<file path="config.mk">
export PLATFORM = sky130hd
export DESIGN_NAME = idctMac_flat
export DESIGN_NICKNAME = d
export VERILOG_FILES = /design/src/hw/idctPkg.sv /design/src/hw/idctMacIf.sv /design/src/hw/idctMac.sv /design/src/flat_wrapper.sv
export SDC_FILE = /design/constraint.sdc
export NUM_CORES = 2
export LEC_CHECK = 0
export ABC_AREA = 1
export BUFFER_PORTS_ARGS = -buffer_cell sky130_fd_sc_hd__buf_2
export CAP_MARGIN = 20
export CELL_PAD_IN_SITES_DETAIL_PLACEMENT = 0
export CELL_PAD_IN_SITES_GLOBAL_PLACEMENT = 2
export CORE_AREA = 4 4 307 233
export CTS_BUF_LIST = sky130_fd_sc_hd__clkbuf_2
export DETAILED_ROUTE_END_ITERATION = 7
export DIE_AREA = 0 0 311 237
export HOLD_SLACK_MARGIN = 0.05
export PLACE_DENSITY = 0.95
export SLEW_MARGIN = 15
export SYNTH_ARGS = -nofsm -noshare
export SYNTH_HDL_FRONTEND = slang
export SYNTH_SLANG_ARGS = --single-unit
</file>
<file path="constraint.sdc">
create_clock -name clk -period 11.1 [get_ports clk]
set_input_delay 1.665 -clock clk [delete_from_list [all_inputs] [get_ports clk]]
set_output_delay 1.665 -clock clk [all_outputs]
set_load 0.05 [all_outputs]
</file>
<file path="src/hw/idctPkg.sv">
// idct shared definitions
// widths, value types, sequencer states and the fixed-point cosine table

package idctPkg;

   parameter int BlockDim = 8;
   parameter int WordWidth = 32;
   parameter int CoefWidth = 16;
   parameter int AccWidth = 44;
   parameter int PassShift = 16;

   typedef logic signed [WordWidth-1:0] wordT;
   typedef logic [5:0] addrT;
   typedef logic signed [CoefWidth-1:0] coefT;
   typedef logic signed [AccWidth-1:0] accT;

   typedef enum logic [2:0]
   {
      idle,
      load,
      rowPass,
      rowDrain,
      colPass,
      colDrain,
      unload
   } seqStateT;

   // entry x*8+u holds c(u)*cos((2x+1)u*pi/16) in Q15
   parameter coefT cosTable [64] = '{
      16'sd23170,  16'sd32138,  16'sd30274,  16'sd27246,
      16'sd23170,  16'sd18205,  16'sd12540,  16'sd6393,
      16'sd23170,  16'sd27246,  16'sd12540, -16'sd6393,
     -16'sd23170, -16'sd32138, -16'sd30274, -16'sd18205,
      16'sd23170,  16'sd18205, -16'sd12540, -16'sd32138,
     -16'sd23170,  16'sd6393,   16'sd30274,  16'sd27246,
      16'sd23170,  16'sd6393,  -16'sd30274, -16'sd18205,
      16'sd23170,  16'sd27246, -16'sd12540, -16'sd32138,
      16'sd23170, -16'sd6393,  -16'sd30274,  16'sd18205,
      16'sd23170, -16'sd27246, -16'sd12540,  16'sd32138,
      16'sd23170, -16'sd18205, -16'sd12540,  16'sd32138,
     -16'sd23170, -16'sd6393,   16'sd30274, -16'sd27246,
      16'sd23170, -16'sd27246,  16'sd12540,  16'sd6393,
     -16'sd23170,  16'sd32138, -16'sd30274,  16'sd18205,
      16'sd23170, -16'sd32138,  16'sd30274, -16'sd27246,
      16'sd23170, -16'sd18205,  16'sd12540, -16'sd6393
   };

endpackage

</file>
<file path="src/hw/idctMacIf.sv">
// operand and result channel between the sequencer and the MAC unit
// one operand per valid cycle, one result per closed sum

interface idctMacIf;

   // operand side
   logic          opValid;
   logic          opFirst;
   logic          opLast;
   idctPkg::wordT operand;
   idctPkg::addrT coefIdx;
   idctPkg::addrT dstAddr;

   // result side
   logic          resValid;
   idctPkg::wordT result;
   idctPkg::addrT resAddr;

   modport seq (
      output opValid, opFirst, opLast, operand, coefIdx, dstAddr,
      input  resValid, result, resAddr
   );

   modport mac (
      input  opValid, opFirst, opLast, operand, coefIdx, dstAddr,
      output resValid, result, resAddr
   );

endinterface

</file>
<file path="src/hw/idctMac.sv">
// shared multiply-accumulate unit for both idct passes
// coefficient lookup, signed multiply, accumulate, then scale on the last term
// three cycles from operand to result

module idctMac (
   input logic   clk,
   input logic   racc,
   idctMacIf.mac mac
);

   idctPkg::wordT operandReg;
   idctPkg::coefT coefReg;
   idctPkg::addrT dst1;
   idctPkg::addrT dst2;
   idctPkg::accT  prod;
   idctPkg::accT  acc;
   idctPkg::accT  accNext;
   logic          valid1;
   logic          valid2;
   logic          first1;
   logic          first2;
   logic          last1;
   logic          last2;

   // first term restarts the sum
   assign accNext = first2 ? prod : acc + prod;

   always_ff @(posedge clk or posedge racc)
   begin
      if (racc)
      begin
         valid1 <= 1'b0;
         valid2 <= 1'b0;
         first1 <= 1'b0;
         first2 <= 1'b0;
         last1 <= 1'b0;
         last2 <= 1'b0;
         mac.resValid <= 1'b0;
      end
      else
      begin
         valid1 <= mac.opValid;
         first1 <= mac.opFirst;
         last1 <= mac.opLast;
         valid2 <= valid1;
         first2 <= first1;
         last2 <= last1;
         mac.resValid <= valid2 && last2;
      end
   end

   always_ff @(posedge clk)
   begin
      operandReg <= mac.operand;
      coefReg <= idctPkg::cosTable[mac.coefIdx];
      dst1 <= mac.dstAddr;
      prod <= idctPkg::accT'(operandReg) * idctPkg::accT'(coefReg);
      dst2 <= dst1;
      if (valid2)
      begin
         acc <= accNext;
      end
      if (valid2 && last2)
      begin
         mac.result <= idctPkg::wordT'(accNext >>> idctPkg::PassShift);
         mac.resAddr <= dst2;
      end
   end

endmodule

</file>
<file path="src/flat_wrapper.sv">
// flat-port wrapper written by rule: the top's interface ports become plain ports
module idctMac_flat 
  (clk, racc, mac_opValid, mac_opFirst, mac_opLast, mac_operand, mac_coefIdx, mac_dstAddr, mac_resValid, mac_result, mac_resAddr);
  idctMacIf mac_i ();
  input logic clk;
  input logic racc;
  input wire logic [$bits(mac_i.opValid)-1:0] mac_opValid;
  input wire logic [$bits(mac_i.opFirst)-1:0] mac_opFirst;
  input wire logic [$bits(mac_i.opLast)-1:0] mac_opLast;
  input wire logic [$bits(mac_i.operand)-1:0] mac_operand;
  input wire logic [$bits(mac_i.coefIdx)-1:0] mac_coefIdx;
  input wire logic [$bits(mac_i.dstAddr)-1:0] mac_dstAddr;
  output wire logic [$bits(mac_i.resValid)-1:0] mac_resValid;
  output wire logic [$bits(mac_i.result)-1:0] mac_result;
  output wire logic [$bits(mac_i.resAddr)-1:0] mac_resAddr;
  assign mac_i.opValid = mac_opValid;
  assign mac_i.opFirst = mac_opFirst;
  assign mac_i.opLast = mac_opLast;
  assign mac_i.operand = mac_operand;
  assign mac_i.coefIdx = mac_coefIdx;
  assign mac_i.dstAddr = mac_dstAddr;
  assign mac_resValid = mac_i.resValid;
  assign mac_result = mac_i.result;
  assign mac_resAddr = mac_i.resAddr;
  idctMac u_core (.clk(clk), .racc(racc), .mac(mac_i));
endmodule
</file>
==> metrics.md <==
| Metric | Value |
|---|---|
| Final hold slack | around 0.35 ns |
| Drt wl/cell | 17.39 um |
| Total GRT Usage | approximately a quarter |
| Relative slew slack | 39.83% |
| FF-to-FF End | u_core.prod[24]$_DFF_P_ |
| Clk_lat worst skew | between 1 and 1.5 ns |
| Placed inst area | 29680 um^2 |
| CP delay by family, top | adder cells |
| Cell Chain, Critical Path | nand2_1 -> fa_1 -> inv_1 -> fa_1 -> fa_1 -> fa_1 -> fa_1 -> inv_1 -> fa_1 -> inv_1 -> ha_1 -> a21oi_1 -> o21ai_0 -> a21oi_1 -> nand2_1 -> a21oi_1 -> xnor2_1 |
| Crit path buffers/inverters | 3 |
| Maxcap violations | 0 |
| Post-Syn Area | about 29000 um^2 |
| DIE AREA | 73710 um^2 |
| Via count | approximately 23000 |
| Sink Count | 189 |
| TritonCTS Buffers | 17 |
| Most common cell on crit path | fa_1 |
| Die Ht | 237 um |
| Final antenna-violating net count | 0 |
| Design area | 30000 um^2 |
| Post-DP HPWL | 67700 um |
| Final setup viols | 0 |
| Reg2reg setup slack | 4.88 ns |
| Clock Tree Buf Depth | 2 |
| Share of cells above drive strength 1 | ~5.6% |
| Root buffer cell | clkbuf_2 |
| Seq/Total Area, Yosys | 16.10% |
| DR pass1 iterations | 6 |
| Setup ws final | 4.882 ns |
| CP max-delay cell | dfxtp_1 |
| Vias per cell | 4.896 |
| Routed wire length | 83080 um |
| FP Rows | 83 |
| Clk_skew | 0.09719 ns |
| CTS tree | done |
| Mapped Cells | about 3900 |
| # port buffers | 87 |
| Reg-to-reg startpoint | u_core.operandReg[12]$_DFF_P_ |
| Kind of critical path | reg -> reg |
| Post-CTS sizing | 0 |
| Worst setup EP type | register |
| Post-CTS Setup Inserts | 0 |
| Tightest Hold Check Type | reg -> reg |
| Initial antenna violation count | 2 |
| Die width | 311 um |
| Period utilization | 56.02% |
| Stages on worst setup path | 17 |
| I/O Pins | 88 |
| Syn. warnings | 0 |
| Final Hold Fails | 0 |
| Status | finished, final reports clean |
| Worst EP arrival | 7.21 ns |
| Crit path from | u_core.operandReg[12]$_DFF_P_ |
| Initial DRC count | 1935 |
| #FFs+latches synth | around 190 |
| Post-synth cell types | between 50 and 60 |
| Post-layout nets | approximately 4500 |
| Crit path largest cell delay | 0.93 ns |
| Placer Congestion | 0.9731 |
| Syn Nets | 4554 |
| Fin crit period | 6.218 ns |
| Worst-Margin Slew | between 0.9 and 1 ns |
| Syn-to-layout area delta | 5.056% |
| Peak fanout along the critical path | 16 |
| Initial Util | a little over two fifths |
| Max Slew Vio Count | 0 |
| F_max | 160.8 MHz |
| Register-to-Register Path Depth | 17 |
| Vias in the first global route | 23750 |
| CP Launch Type | register |
| Hold buffers post-CTS | 0 |
| Mapped Avg Cell Area | 7.351 um^2 |
| Global-route wire length before repair | 135400 um |
| Setup TNS | 0 ns |
| DRC | 0 |
| Ys flop type | dfxtp_1 |
| Clk slew on worst S/H paths | 0.40 ns |
| H-tree depth | 4 |
| Required @ worst endpoint | 12.10 ns |
| Core area | 68330 um^2 |
| Dpl ws | 4.951 ns |
| CP endpoint | u_core.prod[24]$_DFF_P_ |
| EDFF count, synth | approximately 80 |
| Pin count of the biggest net entering global routing | 53 |
| Asr flop ratio synth | roughly 3.7% |
| Total grt overflow | 0 |
| Setup repair after global routing missed its margin | no |
## metal layers
layer | part of all wire (%) | wire length [um] | vias up | GRT usage, %
li1 | - | - | 11290 | -
met1 | 50 | 41800 | 11320 | 36.23
met2 | 41 | 34230 | 705 | 34.27
met3 | 7.1 | 5887 | 66 | 3.972
met4 | 1.4 | 1153 | 0 | 4.627
met5 | 0 | 0 | - | 0
## state kept, by name, summed over array words and instances (netlist names)
name and cells:
u_core.acc 44, u_core.coefReg 16, u_core.dst1 6, u_core.dst2 6, u_core.first1 1, u_core.first2 1, u_core.last1 1, u_core.last2 1
u_core.mac.resAddr 6, u_core.mac.resValid 1, u_core.mac.result 28, u_core.operandReg 32, u_core.prod 44, u_core.valid1 1, u_core.valid2 1
## Yosys cell counts, drive strengths merged, types with 5 or more instances
| master | instances | area (um^2) |
|---|---|---|
| o22ai | 5 | 31.28 |
| buf | 16 | 90.09 |
| nand3 | 132 | 693.2 |
| o211ai | 7 | 57.55 |
| o21ai | 71 | 362.8 |
| nor3 | 17 | 90.09 |
| nand4 | 25 | 156.4 |
| dfxtp | 104 | 2082 |
| ha | 166 | 2077 |
| or2 | 20 | 125.1 |
| o311ai | 5 | 43.79 |
| o21bai | 13 | 108.9 |
| dfrtp | 7 | 175.2 |
| nor2 | 220 | 885.9 |
| fa | 454 | 9089 |
| clkbuf | 121 | 456.7 |
| a31oi | 7 | 43.79 |
| xnor2 | 13 | 113.9 |
| inv | 1032 | 3874 |
| nand3b | 17 | 127.6 |
| a21oi | 107 | 558.0 |
| nand2 | 1191 | 4503 |
| a21o | 7 | 52.55 |
| xor2 | 23 | 201.4 |
| edfxtp | 78 | 2342 |
## through the flow
step	cells	utilization [%]
2_1_floorplan	3885	-
3_3_place_gp	4741	43.44
3_5_place_dp	4741	43.44
4_1_cts	4773	43.90
5_1_grt	4776	43.91
6_report	4776	43.91
## cells by family after synthesis
group | count (synthesis) | share of synthesized area, %
buffers and inverters | 1169 | 15.48
adders and majority gates | 620 | 39.10
and+or+nand+nor | 1626 | 23.13
AOI/OAI and AO/OA | 245 | 5.086
DFF | 189 | 16.10
xor gates and xnor gates | 36 | 1.104
## how the worst min path moves through the flow
stage	start	to	slack [ns]	depth (start not counted)
floorplan	u_core.dst1[0]$_DFF_P_	u_core.dst2[0]$_DFF_P_	0.31	0
CTS	racc	u_core.first2$_DFF_PP0_	0.28	2
global placement	u_core.dst1[0]$_DFF_P_	u_core.dst2[0]$_DFF_P_	0.31	0
finish	u_core.dst1[1]$_DFF_P_	u_core.dst2[1]$_DFF_P_	0.35	0
detailed placement	u_core.dst1[1]$_DFF_P_	u_core.dst2[1]$_DFF_P_	0.31	0
global route	racc	u_core.first2$_DFF_PP0_	0.30	2
## cell type report
type | count | area (um^2)
fillers | 7157 | 38330
multi-input cells | 2527 | 19540
flip-flops and latches | 189 | 4611
inverters | 1032 | 3874
well taps | 892 | 1116
repair buffers | 101 | 540.5
clock inverters | 15 | 230.2
clock buffers | 17 | 85.08
diodes | 3 | 7.507
## layout by cell type, fill, tap and decap left out, types with 4 or more instances in the layout
cell type and instances:
a21oi_1 103, nand3b_1 17, o211ai_1 6, dfrtp_1 5, o21bai_1 10, xor2_1 23, or2_2 14, or2_1 6
dfxtp_1 97, nand3_1 127, ha_1 166, nand2_2 13, nor2_1 200, o21ai_0 65, inv_1 1020, o21ai_1 4
a21o_1 7, o22ai_1 5, buf_2 87, buf_4 14, fa_1 454, clkbuf_2 17, a31oi_1 7, nor2_2 18
xnor2_1 13, nand2_1 1178, inv_8 4, nand4_1 25, o311ai_0 4, inv_2 12, nor3_1 16, nand3_2 4
dfxtp_2 7, clkinv_8 6, edfxtp_1 78
Power is left out: the tool's default activity adds up to more than one toggle a clock period on the data nets, which glitch-free logic cannot reach.
