$ cat src/hw/idctPkg.sv
// idct shared definitions
// widths, value types, sequencer states and the fixed-point cosine table

package idctPkg;

   parameter int BlockDim = 8;
   parameter int WordWidth = 32;
   parameter int CoefWidth = 16;
   parameter int AccWidth = 44;
   parameter int PassShift = 16;

   typedef logic signed [WordWidth-1:0] wordT;
   typedef logic [5:0] addrT;
   typedef logic signed [CoefWidth-1:0] coefT;
   typedef logic signed [AccWidth-1:0] accT;

   typedef enum logic [2:0]
   {
      idle,
      load,
      rowPass,
      rowDrain,
      colPass,
      colDrain,
      unload
   } seqStateT;

   // entry x*8+u holds c(u)*cos((2x+1)u*pi/16) in Q15
   parameter coefT cosTable [64] = '{
      16'sd23170,  16'sd32138,  16'sd30274,  16'sd27246,
      16'sd23170,  16'sd18205,  16'sd12540,  16'sd6393,
      16'sd23170,  16'sd27246,  16'sd12540, -16'sd6393,
     -16'sd23170, -16'sd32138, -16'sd30274, -16'sd18205,
      16'sd23170,  16'sd18205, -16'sd12540, -16'sd32138,
     -16'sd23170,  16'sd6393,   16'sd30274,  16'sd27246,
      16'sd23170,  16'sd6393,  -16'sd30274, -16'sd18205,
      16'sd23170,  16'sd27246, -16'sd12540, -16'sd32138,
      16'sd23170, -16'sd6393,  -16'sd30274,  16'sd18205,
      16'sd23170, -16'sd27246, -16'sd12540,  16'sd32138,
      16'sd23170, -16'sd18205, -16'sd12540,  16'sd32138,
     -16'sd23170, -16'sd6393,   16'sd30274, -16'sd27246,
      16'sd23170, -16'sd27246,  16'sd12540,  16'sd6393,
     -16'sd23170,  16'sd32138, -16'sd30274,  16'sd18205,
      16'sd23170, -16'sd32138,  16'sd30274, -16'sd27246,
      16'sd23170, -16'sd18205,  16'sd12540, -16'sd6393
   };

endpackage

$ cat src/hw/idctMacIf.sv
// operand and result channel between the sequencer and the MAC unit
// one operand per valid cycle, one result per closed sum

interface idctMacIf;

   // operand side
   logic          opValid;
   logic          opFirst;
   logic          opLast;
   idctPkg::wordT operand;
   idctPkg::addrT coefIdx;
   idctPkg::addrT dstAddr;

   // result side
   logic          resValid;
   idctPkg::wordT result;
   idctPkg::addrT resAddr;

   modport seq (
      output opValid, opFirst, opLast, operand, coefIdx, dstAddr,
      input  resValid, result, resAddr
   );

   modport mac (
      input  opValid, opFirst, opLast, operand, coefIdx, dstAddr,
      output resValid, result, resAddr
   );

endinterface

$ cat src/hw/idctSequencer.sv
// idct sequencer
// orders the block load, the row and column passes and the unload,
// steering the three block buffers and feeding the MAC unit

module idctSequencer (
   input  logic          clk,
   input  logic          racc,
   input  logic          start,
   input  idctPkg::wordT din,
   output logic          reading,
   output logic          done,
   output idctPkg::wordT dout,
   output idctPkg::addrT inAddr,
   output idctPkg::wordT inWdata,
   output logic          inWe,
   input  idctPkg::wordT inRdata,
   output idctPkg::addrT tempAddr,
   output idctPkg::wordT tempWdata,
   output logic          tempWe,
   input  idctPkg::wordT tempRdata,
   output idctPkg::addrT outAddr,
   output idctPkg::wordT outWdata,
   output logic          outWe,
   input  idctPkg::wordT outRdata,
   idctMacIf.seq         mac
);

   idctPkg::seqStateT state;
   logic [8:0]        cnt;
   logic [2:0]        i;
   logic [2:0]        j;
   logic [2:0]        k;
   logic              inRowPass;
   logic              inColPass;
   logic              lastResult;

   // i and j pick the output element, k the term
   assign i = cnt[8:6];
   assign j = cnt[5:3];
   assign k = cnt[2:0];

   // a pass keeps writing results through its drain state
   assign inRowPass = (state == idctPkg::rowPass) || (state == idctPkg::rowDrain);
   assign inColPass = (state == idctPkg::colPass) || (state == idctPkg::colDrain);
   assign lastResult = mac.resValid && (&mac.resAddr);

   assign reading = (state == idctPkg::load);

   // input block: samples in during load, row operands afterwards
   assign inAddr = reading ? cnt[5:0] : {i, k};
   assign inWdata = din;
   assign inWe = reading;

   // temp block: row results in, column operands out
   assign tempAddr = (state == idctPkg::colPass) ? {k, j} : mac.resAddr;
   assign tempWdata = mac.result;
   assign tempWe = mac.resValid && inRowPass;

   // output block: column results in, unload reads out
   assign outAddr = (state == idctPkg::unload) ? cnt[5:0] : mac.resAddr;
   assign outWdata = mac.result;
   assign outWe = mac.resValid && inColPass;

   // buffer read data lines up with the issue registers below
   assign mac.operand = inColPass ? tempRdata : inRdata;

   always_ff @(posedge clk or posedge racc)
   begin
      if (racc)
      begin
         state <= idctPkg::idle;
         cnt <= '0;
         done <= 1'b0;
         dout <= '0;
      end
      else
      begin
         case (state)
            idctPkg::idle:
            begin
               done <= 1'b0;
               if (start)
                  state <= idctPkg::load;
            end
            idctPkg::load:
            begin
               cnt <= cnt + 9'd1;
               if (cnt == 9'd63)
               begin
                  cnt <= '0;
                  state <= idctPkg::rowPass;
               end
            end
            idctPkg::rowPass:
            begin
               // counter wraps to zero after the last term
               cnt <= cnt + 9'd1;
               if (&cnt)
                  state <= idctPkg::rowDrain;
            end
            idctPkg::rowDrain:
            begin
               if (lastResult)
                  state <= idctPkg::colPass;
            end
            idctPkg::colPass:
            begin
               cnt <= cnt + 9'd1;
               if (&cnt)
                  state <= idctPkg::colDrain;
            end
            idctPkg::colDrain:
            begin
               if (lastResult)
                  state <= idctPkg::unload;
            end
            idctPkg::unload:
            begin
               // address runs one ahead of dout
               cnt <= cnt + 9'd1;
               if (cnt != 9'd0)
               begin
                  done <= 1'b1;
                  dout <= outRdata;
               end
               if (cnt == 9'd64)
               begin
                  cnt <= '0;
                  state <= idctPkg::idle;
               end
            end
            default:
               state <= idctPkg::idle;
         endcase
      end
   end

   // issue stage, one cycle behind the buffer address
   always_ff @(posedge clk or posedge racc)
   begin
      if (racc)
      begin
         mac.opValid <= 1'b0;
         mac.opFirst <= 1'b0;
         mac.opLast <= 1'b0;
      end
      else
      begin
         mac.opValid <= (state == idctPkg::rowPass) || (state == idctPkg::colPass);
         mac.opFirst <= (k == 3'd0);
         mac.opLast <= (k == 3'd7);
      end
   end

   always_ff @(posedge clk)
   begin
      mac.coefIdx <= (state == idctPkg::colPass) ? {i, k} : {j, k};
      mac.dstAddr <= {i, j};
   end

endmodule

$ cat src/flat_wrapper.sv
// flat-port wrapper written by rule: the top's interface ports become plain ports
module idctSequencer_flat 
  (clk, racc, start, din, reading, done, dout, inAddr, inWdata, inWe, inRdata, tempAddr, tempWdata, tempWe, tempRdata, outAddr, outWdata, outWe, outRdata, mac_opValid, mac_opFirst, mac_opLast, mac_operand, mac_coefIdx, mac_dstAddr, mac_resValid, mac_result, mac_resAddr);
  idctMacIf mac_i ();
  input  logic clk;
  input  logic racc;
  input  logic start;
  input  idctPkg::wordT din;
  output logic reading;
  output logic done;
  output idctPkg::wordT dout;
  output idctPkg::addrT inAddr;
  output idctPkg::wordT inWdata;
  output logic inWe;
  input  idctPkg::wordT inRdata;
  output idctPkg::addrT tempAddr;
  output idctPkg::wordT tempWdata;
  output logic tempWe;
  input  idctPkg::wordT tempRdata;
  output idctPkg::addrT outAddr;
  output idctPkg::wordT outWdata;
  output logic outWe;
  input  idctPkg::wordT outRdata;
  output wire logic [$bits(mac_i.opValid)-1:0] mac_opValid;
  output wire logic [$bits(mac_i.opFirst)-1:0] mac_opFirst;
  output wire logic [$bits(mac_i.opLast)-1:0] mac_opLast;
  output wire logic [$bits(mac_i.operand)-1:0] mac_operand;
  output wire logic [$bits(mac_i.coefIdx)-1:0] mac_coefIdx;
  output wire logic [$bits(mac_i.dstAddr)-1:0] mac_dstAddr;
  input wire logic [$bits(mac_i.resValid)-1:0] mac_resValid;
  input wire logic [$bits(mac_i.result)-1:0] mac_result;
  input wire logic [$bits(mac_i.resAddr)-1:0] mac_resAddr;
  assign mac_opValid = mac_i.opValid;
  assign mac_opFirst = mac_i.opFirst;
  assign mac_opLast = mac_i.opLast;
  assign mac_operand = mac_i.operand;
  assign mac_coefIdx = mac_i.coefIdx;
  assign mac_dstAddr = mac_i.dstAddr;
  assign mac_i.resValid = mac_resValid;
  assign mac_i.result = mac_result;
  assign mac_i.resAddr = mac_resAddr;
  idctSequencer u_core (.clk(clk), .racc(racc), .start(start), .din(din), .reading(reading), .done(done), .dout(dout), .inAddr(inAddr), .inWdata(inWdata), .inWe(inWe), .inRdata(inRdata), .tempAddr(tempAddr), .tempWdata(tempWdata), .tempWe(tempWe), .tempRdata(tempRdata), .outAddr(outAddr), .outWdata(outWdata), .outWe(outWe), .outRdata(outRdata), .mac(mac_i));
endmodule
$ cat config.mk
export PLATFORM = sky130hd
export DESIGN_NAME = idctSequencer_flat
export DESIGN_NICKNAME = d
export VERILOG_FILES = /design/src/hw/idctPkg.sv /design/src/hw/idctMacIf.sv /design/src/hw/idctSequencer.sv /design/src/flat_wrapper.sv
export SDC_FILE = /design/constraint.sdc
export NUM_CORES = 1
export LEC_CHECK = 0
export BUFFER_PORTS_ARGS = -buffer_cell sky130_fd_sc_hd__buf_4
export CORE_AREA = 5 5 138 140
export DETAILED_ROUTE_END_ITERATION = 6
export DIE_AREA = 0 0 143 145
export GPL_TIMING_DRIVEN = 0
export PLACE_DENSITY = 0.61
export SYNTH_ARGS = -nofsm -noshare
export SYNTH_HDL_FRONTEND = slang
export SYNTH_SLANG_ARGS = --single-unit
$ cat constraint.sdc
create_clock -name clk -period 5.78 [get_ports clk]
set_input_delay 1.156 -clock clk [delete_from_list [all_inputs] [get_ports clk]]
set_output_delay 1.156 -clock clk [all_outputs]
set_load 0.005 [all_outputs]
==> flow_metrics.env, run 1 <==
export IMPL_status="finished clean"
export IMPL_clock_latency_ns=0.33
export IMPL_antenna_found_initial=0
export IMPL_clockRootBuffer="clkbuf_16"
export IMPL_cts_setup_buffers=0
export IMPL_first_iter_violations=89
export IMPL_rsz0062_at_grt="false"
export IMPL_rows=49
export IMPL_vias=3751
export IMPL_ys_flop_type="dfrtp_1"
export IMPL_timing_final_hold_violations=0
export IMPL_cp_required_ns=4.62
export IMPL_htree_levels=3
export IMPL_ant_nets=0
export IMPL_fin_crit_ns=3.49
export IMPL_clk_path_buf_depth=2
export IMPL_synth_seq_cells=60
export IMPL_drive_gt1_frac=0.653
export IMPL_fillers=1815
export IMPL_port_buffers=303
export IMPL_power_density_nw_per_um2=407
export IMPL_setup_viol=0
export IMPL_syn_to_final_growth_pct=75.7
export IMPL_antenna_cells=0
export IMPL_syn_avg_cell_area_um2=9.37
export IMPL_leakagePower_uw=0.00363
export IMPL_seq_area_frac_synth=0.376
export IMPL_netlist_area_um2=3830
export IMPL_fin_area_um2=6730
export IMPL_cts_tree="built"
export IMPL_crit_fanout=9
export IMPL_grt_pass1_wl_um=23000
export IMPL_die_h_um=145
export IMPL_maxClockFrequency_ghz=0.286
export IMPL_start_kind="register"
export IMPL_postSynthCellCount=409
export IMPL_period_share=0.604
export IMPL_yosysTopAreaCell="dfrtp_1"
export IMPL_async_reset_ff_frac=0.800
export IMPL_cts_buffers_inserted=9
export IMPL_wl_um=16000
export IMPL_post_cts_resized=0
export IMPL_slew_viol_final=0
export IMPL_cts_sinks=60
export IMPL_yosys_warnings=0
export IMPL_yosysTopAreaCellShare=0.313
export IMPL_dieArea_um2=20700
export IMPL_grt_max_degree=29
export IMPL_place_area_um2=6410
export IMPL_setup_tns_final_ns=0
export IMPL_fin_nets=898
export IMPL_skew_ns=0.00842
export IMPL_slew_headroom=0.437
export IMPL_maxCapViolCount=0
export IMPL_num_io_pins=368
export IMPL_wl_per_cell_um=16.7
export IMPL_postSynthNetCount=583
export IMPL_critPathKind="register to output pin"
export IMPL_firstDrtPassIters=4
export IMPL_core_area_um2=17700
export IMPL_endpoint_kind="output pin"
export IMPL_yosys_top_cells_area="dfrtp_1 31%, buf_4 20%, mux2_4 12%"
export IMPL_grt_pass1_vias=4008
export IMPL_arrival_ns=2.34
export IMPL_final_common_cell="buf_4"
export IMPL_worstMarginPinSlew_ns=0.841
export IMPL_hold_path_class="register to register"
export IMPL_synth_edff_count=0
export IMPL_die_x_um=143
export IMPL_synth_cell_type_count=38
export IMPL_dp_hpwl_um=13700
export IMPL_start_util=0.216
export IMPL_gp_routability_congestion=0.828
export IMPL_overflow=0
export IMPL_cts_hold_buf=0
export IMPL_routed_via_density=3.92
export IMPL_vdd_drop_max_uv=294
export IMPL_clk_pin_slew_ns=0.05
export IMPL_most_common_layout_cells="403 x buf_4, 109 x nand2_1, 48 x dfrtp_1"
export IMPL_grt_use_total=0.144
export IMPL_drc=0
layout make-up:
cell class                 count  area, µm²  area share
buffer                       119        847       0.126
sequential                    60       1440       0.214
timing repair buffer         304       2290       0.341
clock inverter                 4       72.6      0.0108
multi-input combinational    225       1530       0.227
inverter                       5       18.8     0.00279
tap                          229        287      0.0426
clock buffer                  12        246      0.0366
synthesized netlist by cell type, types with 3 or more instances:
cell type	instances
a21oi_1	5
and2_1	4
buf_4	100
buf_6	3
clkbuf_1	14
dfrtp_1	48
dfxtp_1	12
ha_1	4
inv_1	5
mux2_2	18
mux2_4	30
nand2_1	109
nand2b_1	4
nand3_1	3
nor2_1	5
nor3_1	3
o21ai_0	10
o31ai_1	3
xnor2_1	4
per-stage QoR:
stage          setup WS, ns  utilization  power [µW]  cells  hold slack, ns
3_5_place_dp           2.57        0.362        2200    942           0.352
3_3_place_gp           2.55        0.361        2190    941           0.350
6_report               2.29        0.380        2740    958           0.363
2_1_floorplan          3.16            -        1430    409           0.342
5_1_grt                2.07        0.380        2940    958           0.374
4_1_cts                2.20        0.380        2790    958           0.364
routing by layer:
layer | up-vias | track usage | wire (µm)
met5 | - | 0 | 0
met3 | 11 | 0.0566 | 1790
li1 | 1862 | - | -
met4 | 0 | 0.0318 | 138
met1 | 1682 | 0.158 | 5970
met2 | 196 | 0.258 | 8110
cells by family (layout without fill, tap and decap cells):
logic type / count (synthesis) / in the layout / share of synthesized area
flops: 60 / 60 / 0.376
buf+inv: 124 / 444 / 0.226
xor+xnor: 5 / 5 / 0.0114
mux: 50 / 50 / 0.176
fa+ha+maj: 4 / 4 / 0.0131
compound gates: 24 / 24 / 0.0356
simple gates: 142 / 142 / 0.162
path summary, 6_finish.rpt:
check | startpoint | to | slack (ns) | cells past startpoint
setup reg to reg | u_core.cnt[3] | u_core.cnt[3] | 3.57 | 6
hold / removal | u_core.cnt[3] | u_core.mac.dstAddr[0] | 0.36 | 0
max in group asynchronous | racc | u_core.dout[31] | 4.40 | 3
min in group asynchronous | racc | u_core.dout[9] | 0.86 | 2
setup / recovery | u_core.state[1] | tempAddr[0] | 2.29 | 5
hold reg to reg | u_core.cnt[3] | u_core.mac.dstAddr[0] | 0.36 | 0
worst max-delay path, cell delays in order, from the launching register on:
cell and delay (ns):
dfrtp_1 0.38, nand2b_1 0.14, clkbuf_1 0.23, nor2_1 0.71
mux2_2 0.41, buf_4 0.14
flip-flops by register name, indices dropped and copies added, names as in the netlist, 3 cells and up:
signal,flops
u_core.cnt,9
u_core.state,3
u_core.mac.coefIdx,6
u_core.mac.dstAddr,6
u_core.dout,32
where the power goes:
group	total, µW	internal, µW	switching [µW]
sequential	713	600	113
combinational	1460	831	627
clock	570	388	182
total	2740	1820	922
No activity file was read; power rests on OpenSTA's default activity.
==> run 2: changes to the inputs <==
--- a/config.mk
+++ b/config.mk
@@ -5,12 +5,13 @@
 export SDC_FILE = /design/constraint.sdc
 export NUM_CORES = 1
 export LEC_CHECK = 0
+export ABC_AREA = 1
 export BUFFER_PORTS_ARGS = -buffer_cell sky130_fd_sc_hd__buf_4
-export CORE_AREA = 5 5 138 140
+export CORE_AREA = 5 5 140 142
 export DETAILED_ROUTE_END_ITERATION = 6
-export DIE_AREA = 0 0 143 145
+export DIE_AREA = 0 0 145 147
 export GPL_TIMING_DRIVEN = 0
-export PLACE_DENSITY = 0.61
+export PLACE_DENSITY = 0.6
 export SYNTH_ARGS = -nofsm -noshare
 export SYNTH_HDL_FRONTEND = slang
 export SYNTH_SLANG_ARGS = --single-unit
==> constraint.sdc (replaced) <==
create_clock -name clk -period 3.55 [get_ports clk]
set_input_delay 0.71 -clock clk [delete_from_list [all_inputs] [get_ports clk]]
set_output_delay 0.71 -clock clk [all_outputs]
set_load 0.005 [all_outputs]
==> run 2 against run 1 <==
Routed wire length increased by 0.44%; critical path depth grew 5; global-route usage decreased by 0.16 points; cell area is 1.9% higher; clock power grew 61%; count of clock-buffer cells in the layout is 2 lower; core utilization is 0.56 points lower; clock skew down 0.0031 ns; combinational power increased by 43%; sequential share of layout area shrank 0.41 points; worst hold slack better by 0.036 ns.
==> flow_metrics.env, run 2 <==
export IMPL_status="finished clean"
export IMPL_gp_routability_congestion=0.813
export IMPL_maxClockFrequency_ghz=0.371
export IMPL_timing_final_hold_violations=0
export IMPL_yosys_top_cells_area="dfrtp_1 30%, buf_4 20%, nand2_1 17%"
export IMPL_slew_viol_final=0
export IMPL_netlist_area_um2=3960
export IMPL_postSynthNetCount=713
export IMPL_endpoint_kind="output pin"
export IMPL_rows=50
export IMPL_most_common_layout_cells="406 x buf_4, 183 x nand2_1, 58 x inv_1"
export IMPL_cts_setup_buffers=0
export IMPL_num_io_pins=368
export IMPL_synth_cell_type_count=26
export IMPL_fin_crit_ns=2.70
export IMPL_skew_ns=0.00527
export IMPL_first_iter_violations=103
export IMPL_postSynthCellCount=539
export IMPL_cts_hold_buf=0
export IMPL_synth_edff_count=0
export IMPL_final_common_cell="buf_4"
export IMPL_grt_use_total=0.142
export IMPL_setup_tns_final_ns=0
export IMPL_post_cts_resized=0
export IMPL_slew_headroom=0.697
export IMPL_critPathKind="register to output pin"
export IMPL_antenna_cells=0
export IMPL_ys_flop_type="dfrtp_1"
export IMPL_dieArea_um2=21300
export IMPL_fin_area_um2=6860
export IMPL_clockRootBuffer="clkbuf_16"
export IMPL_largest_reg_flops=32
export IMPL_fin_nets=1028
export IMPL_start_kind="register"
export IMPL_routed_via_density=3.95
export IMPL_largestRegisters="u_core.dout: 32 flops, u_core.cnt: 9 flops"
export IMPL_wl_per_cell_um=14.7
export IMPL_synth_seq_cells=60
export IMPL_vias=4312
export IMPL_rsz0062_at_grt="false"
export IMPL_syn_avg_cell_area_um2=7.34
export IMPL_period_share=0.759
export IMPL_arrival_ns=1.99
export IMPL_die_x_um=145
export IMPL_cts_buffers_inserted=9
export IMPL_overflow=0
export IMPL_cp_required_ns=2.84
export IMPL_ys_top_cells_by_count="183 x nand2_1, 103 x buf_4, 59 x inv_1, 48 x dfrtp_1, 37 x o21ai_0"
export IMPL_firstDrtPassIters=4
export IMPL_leakagePower_uw=0.00397
export IMPL_crit_fanout=10
export IMPL_yosys_warnings=0
export IMPL_yosysTopAreaCellShare=0.304
export IMPL_yosysTopAreaCell="dfrtp_1"
export IMPL_core_area_um2=18300
export IMPL_worstMarginPinSlew_ns=0.453
export IMPL_seq_area_frac_synth=0.364
export IMPL_clk_path_buf_depth=2
export IMPL_grt_pass1_vias=4283
export IMPL_antenna_found_initial=0
export IMPL_hold_path_class="input port to asynchronous set/reset pin"
export IMPL_die_h_um=147
export IMPL_power_density_nw_per_um2=603
export IMPL_setup_viol=0
export IMPL_cts_tree="built"
export IMPL_maxCapViolCount=0
export IMPL_clock_latency_ns=0.32
export IMPL_ant_nets=0
export IMPL_htree_levels=3
export IMPL_vdd_drop_max_uv=366
export IMPL_grt_max_degree=31
export IMPL_wl_um=16100
export IMPL_syn_to_final_growth_pct=73.4
export IMPL_drc=0
export IMPL_async_reset_ff_frac=0.800
export IMPL_top_register="u_core.dout"
export IMPL_synth_most_common_cell="nand2_1"
export IMPL_start_util=0.216
export IMPL_cts_sinks=60
export IMPL_dp_hpwl_um=13900
export IMPL_grt_pass1_wl_um=24300
export IMPL_clk_pin_slew_ns=0.05
export IMPL_drive_gt1_frac=0.541
export IMPL_port_buffers=303
export IMPL_place_area_um2=6550
[run 2: cell count changes in the layout (fill, tap and decap cells not counted), sizes merged, moves of 3 or more]
cell	before	now
xnor2	4	0
a21oi	5	2
clkbuf	26	12
o31ai	3	0
mux2	48	0
nor2	7	15
nand2b	4	0
o21ai	12	60
and2	4	0
buf	409	419
nand3	3	19
inv	5	64
nand2	109	187
[run 2: cell type report]
type	instances	area [µm²]
Buffer	117	885
Inverter	64	240
Timing Repair Buffer	304	2290
Fill cell	1956	11500
Tap cell	234	293
Sequential cell	60	1440
Clock inverter	6	88.8
Clock buffer	10	229
Multi-Input combinational cell	298	1390
[run 2: worst max-delay path: stages, from the launching register on]
cell,delay (ns)
dfrtp_1,0.31
buf_2,0.19
inv_1,0.11
nand3_2,0.10
buf_6,0.16
nand2_2,0.12
inv_2,0.19
buf_4,0.21
nand2_1,0.08
nand2_1,0.07
buf_4,0.11
[run 2: worst paths after layout]
kind,startpoint,endpoint,slack (ns),depth (start not counted)
hold reg to reg,u_core.cnt[6],u_core.mac.dstAddr[3],0.47,0
setup / recovery,u_core.state[0],mac_operand[17],0.85,10
min in group clk,u_core.cnt[6],u_core.mac.dstAddr[3],0.47,0
setup reg to reg,u_core.cnt[0],u_core.dout[9],1.62,8
max in group asynchronous,racc,u_core.dout[20],2.63,3
hold / removal,racc,u_core.mac.opFirst,0.40,2
[run 2: routing by layer]
metal | global-route usage | up-vias | wire length, µm
met5 | 0 | - | 0
met4 | 0.0264 | 0 | 116
met3 | 0.0589 | 9 | 1530
met2 | 0.252 | 201 | 8430
met1 | 0.161 | 1917 | 6020
li1 | - | 2185 | -
[run 2: power by group]
part           total, µW  internal, µW  switching [µW]
clock                919           614             306
sequential          1130           957             171
combinational       2090          1080            1010
[run 2: through the flow]
step	instances	setup WS [ns]	util	power, µW	hold WS [ns]
finish	1093	0.855	0.374	4140	0.399
CTS	1093	0.785	0.374	4210	0.411
detailed placement	1077	1.15	0.357	3270	0.463
floorplan	539	1.59	-	2130	0.388
global route	1093	0.641	0.374	4490	0.427
global placement	1076	0.875	0.356	3250	0.452
[run 2: cell families (layout without fill, tap and decap cells)]
group | count (synthesis) | count (layout) | share of synthesized area
AND/OR/NAND/NOR | 229 | 229 | 0.238
adder cells (fa/ha/maj) | 4 | 4 | 0.0126
XOR/XNOR | 3 | 3 | 0.00664
buffers and inverters | 181 | 501 | 0.284
flip-flops | 60 | 60 | 0.364
AO/OA/AOI/OAI | 62 | 62 | 0.0945
==> run 3: changes to the inputs <==
--- a/config.mk
+++ b/config.mk
@@ -5,13 +5,13 @@
 export SDC_FILE = /design/constraint.sdc
 export NUM_CORES = 1
 export LEC_CHECK = 0
-export ABC_AREA = 1
+export ABC_AREA = 0
 export BUFFER_PORTS_ARGS = -buffer_cell sky130_fd_sc_hd__buf_4
-export CORE_AREA = 5 5 140 142
+export CORE_AREA = 5 5 141 143
 export DETAILED_ROUTE_END_ITERATION = 6
-export DIE_AREA = 0 0 145 147
+export DIE_AREA = 0 0 146 148
 export GPL_TIMING_DRIVEN = 0
-export PLACE_DENSITY = 0.6
+export PLACE_DENSITY = 0.61
 export SYNTH_ARGS = -nofsm -noshare
 export SYNTH_HDL_FRONTEND = slang
 export SYNTH_SLANG_ARGS = --single-unit
==> constraint.sdc (replaced) <==
create_clock -name clk -period 2.35 [get_ports clk]
set_input_delay 0.47 -clock clk [delete_from_list [all_inputs] [get_ports clk]]
set_output_delay 0.47 -clock clk [all_outputs]
set_load 0.005 [all_outputs]
==> run 3 against run 2 <==
Core utilization shrank 0.64 points; combinational power grew 74%; sequential cell count is the same; setup slack lost 0.74 ns; first-iteration DRC count grew 4.9%; non-clock buffer count grew 2; routed wire length shrank 4.0%; register-to-register slack lost 1.4 ns; via count shrank 12%; critical path depth shrank 5; die area grew 1.4%; critical endpoint is now outAddr[4]; highest routed layer unchanged.
==> flow_metrics.env, run 3 (synthesized netlist as in run 1, its figures left out) <==
export IMPL_antenna_cells=0
export IMPL_grt_pass1_wl_um=22700
export IMPL_overflow=0
export IMPL_r2r_setup_slack_ns=0.21
export IMPL_cp_required_ns=1.88
export IMPL_cts_sinks=60
export IMPL_clk_path_buf_depth=2
export IMPL_start_kind="register"
export IMPL_wl_um=15500
export IMPL_multi_input_area_um2=1540
export IMPL_largest_reg_flops=32
export IMPL_routed_via_density=3.94
export IMPL_crit_fanout=10
export IMPL_grt_max_degree=28
export IMPL_fillers=1919
export IMPL_top_register="u_core.dout"
export IMPL_cts_tree="built"
export IMPL_num_io_pins=368
export IMPL_cts_buffers_inserted=9
export IMPL_ant_nets=0
export IMPL_rsz0062_at_grt="false"
export IMPL_dieArea_um2=21600
export IMPL_first_iter_violations=108
export IMPL_status="finished clean"
export IMPL_most_common_layout_cells="407 x buf_4, 109 x nand2_1, 48 x dfrtp_1"
export IMPL_grt_use_total=0.132
export IMPL_worstMarginPinSlew_ns=0.737
export IMPL_fin_util=0.368
export IMPL_critical_path_cell_chain="buf_2 > nand3b_1 > clkbuf_4 > mux2_2 > buf_4"
export IMPL_core_area_um2=18500
export IMPL_drc=0
export IMPL_maxCapViolCount=0
export IMPL_wl_per_cell_um=16.0
export IMPL_antenna_found_initial=0
export IMPL_slew_viol_final=0
export IMPL_fin_nets=898
export IMPL_vias=3790
export IMPL_rows=50
export IMPL_final_common_cell="buf_4"
export IMPL_setup_tns_final_ns=0
export IMPL_hold_path_class="input port to asynchronous set/reset pin"
export IMPL_die_h_um=148
export IMPL_power_density_nw_per_um2=997
export IMPL_vdd_drop_max_uv=367
export IMPL_endpoint_kind="output pin"
export IMPL_port_buffers=303
export IMPL_grt_pass1_vias=3956
export IMPL_hold_ws_ns=0.182
export IMPL_die_x_um=146
export IMPL_slowest_stage="dfrtp_1"
export IMPL_cp_top_family="buffers and inverters"
export IMPL_start_util=0.208
export IMPL_skew_ns=0.00852
export IMPL_arrival_ns=1.76
export IMPL_critPathKind="register to output pin"
export IMPL_htree_levels=3
export IMPL_largestRegisters="u_core.dout: 32 flops, u_core.cnt: 9 flops"
export IMPL_cp_num_buf_inv=3
export IMPL_slew_headroom=0.505
export IMPL_dp_hpwl_um=13300
export IMPL_drive_gt1_frac=0.675
export IMPL_maxClockFrequency_ghz=0.448
export IMPL_clockRootBuffer="clkbuf_16"
export IMPL_seq_area_um2=1440
export IMPL_leakagePower_uw=0.00367
export IMPL_firstDrtPassIters=4
export IMPL_gp_routability_congestion=0.767
export IMPL_cp_slowest_stage_delay_ns=0.38
export IMPL_period_share=0.949
export IMPL_setup_viol=0
export IMPL_clock_latency_ns=0.32
export IMPL_timing_final_hold_violations=0
export IMPL_fin_crit_ns=2.23
export IMPL_clk_pin_slew_ns=0.05
export IMPL_syn_to_final_growth_pct=77.2
==> run 3: changes by cell type in the layout (fill, tap and decap cells not counted), moves of 5 or more <==
| cell | previous run | this run |
|---|---|---|
| nand2_1 | 183 | 109 |
| inv_1 | 58 | 4 |
| mux2_4 | 0 | 30 |
| o21ai_0 | 37 | 10 |
| mux2_2 | 0 | 18 |
| o21ai_2 | 17 | 0 |
| nand3_1 | 17 | 3 |
| nor2_1 | 15 | 4 |
| inv_2 | 6 | 1 |
==> run 3: power breakdown <==
part | leakage [µW] | total [µW] | switching (µW) | internal (µW)
combinational | 0.00282 | 3640 | 1540 | 2100
sequential | 0.000696 | 1760 | 290 | 1470
clock | 0.000158 | 1370 | 437 | 933
==> run 3: metal layers <==
layer / part of all wire / global-route usage / vias to the layer above
li1: - / - / 1857
met4: 0.0071 / 0.0306 / 0
met2: 0.53 / 0.239 / 195
met5: 0 / 0 / -
met3: 0.090 / 0.0454 / 8
met1: 0.37 / 0.149 / 1730
==> run 3: layout make-up <==
class                   instances  share of cell area
plain buffers                 117               0.128
clock buffers                  13              0.0413
clock inverters                 3             0.00626
inverters                       5             0.00276
multi-input cells             225               0.226
flip-flops and latches         60               0.212
well taps                     234              0.0431
repair buffers                306               0.340
==> run 3: worst reg2reg max path: stages (launching register included) <==
cell	delay [ns]
dfrtp_1	0.37
buf_2	0.18
or4_4	0.58
nor4_4	0.26
nor2_2	0.13
buf_6	0.18
mux2_4	0.31
==> run 3: timing repair <==
item	in CTS	in global routing
hold buffers	0	0
endpoints found under the setup margin	48	30
gates resized for setup	14	14
setup buffers	1	1
pin swaps	1	2
==> run 3: worst paths after layout <==
check / start / to / cells after the start
min in group clk: u_core.cnt[5] / u_core.mac.dstAddr[2] / 0
worst min-delay path: racc / u_core.dout[14] / 2
max in group asynchronous: racc / u_core.dout[19] / 3
worst max register to register: u_core.cnt[3] / u_core.dout[19] / 6
worst min register to register: u_core.cnt[5] / u_core.mac.dstAddr[2] / 0
worst max-delay path: u_core.state[1] / outAddr[4] / 5
==> run 3: stage by stage <==
step	worst slack, ns	instances	cell area (µm²)	total power [µW]
global route	0.0155	963	6790	7280
CTS	0.0124	962	6770	6870
detailed placement	-0.183	947	6420	5410
finish	0.119	963	6790	6770
floorplan	0.377	409	3830	3520
global placement	-0.187	946	6400	5370
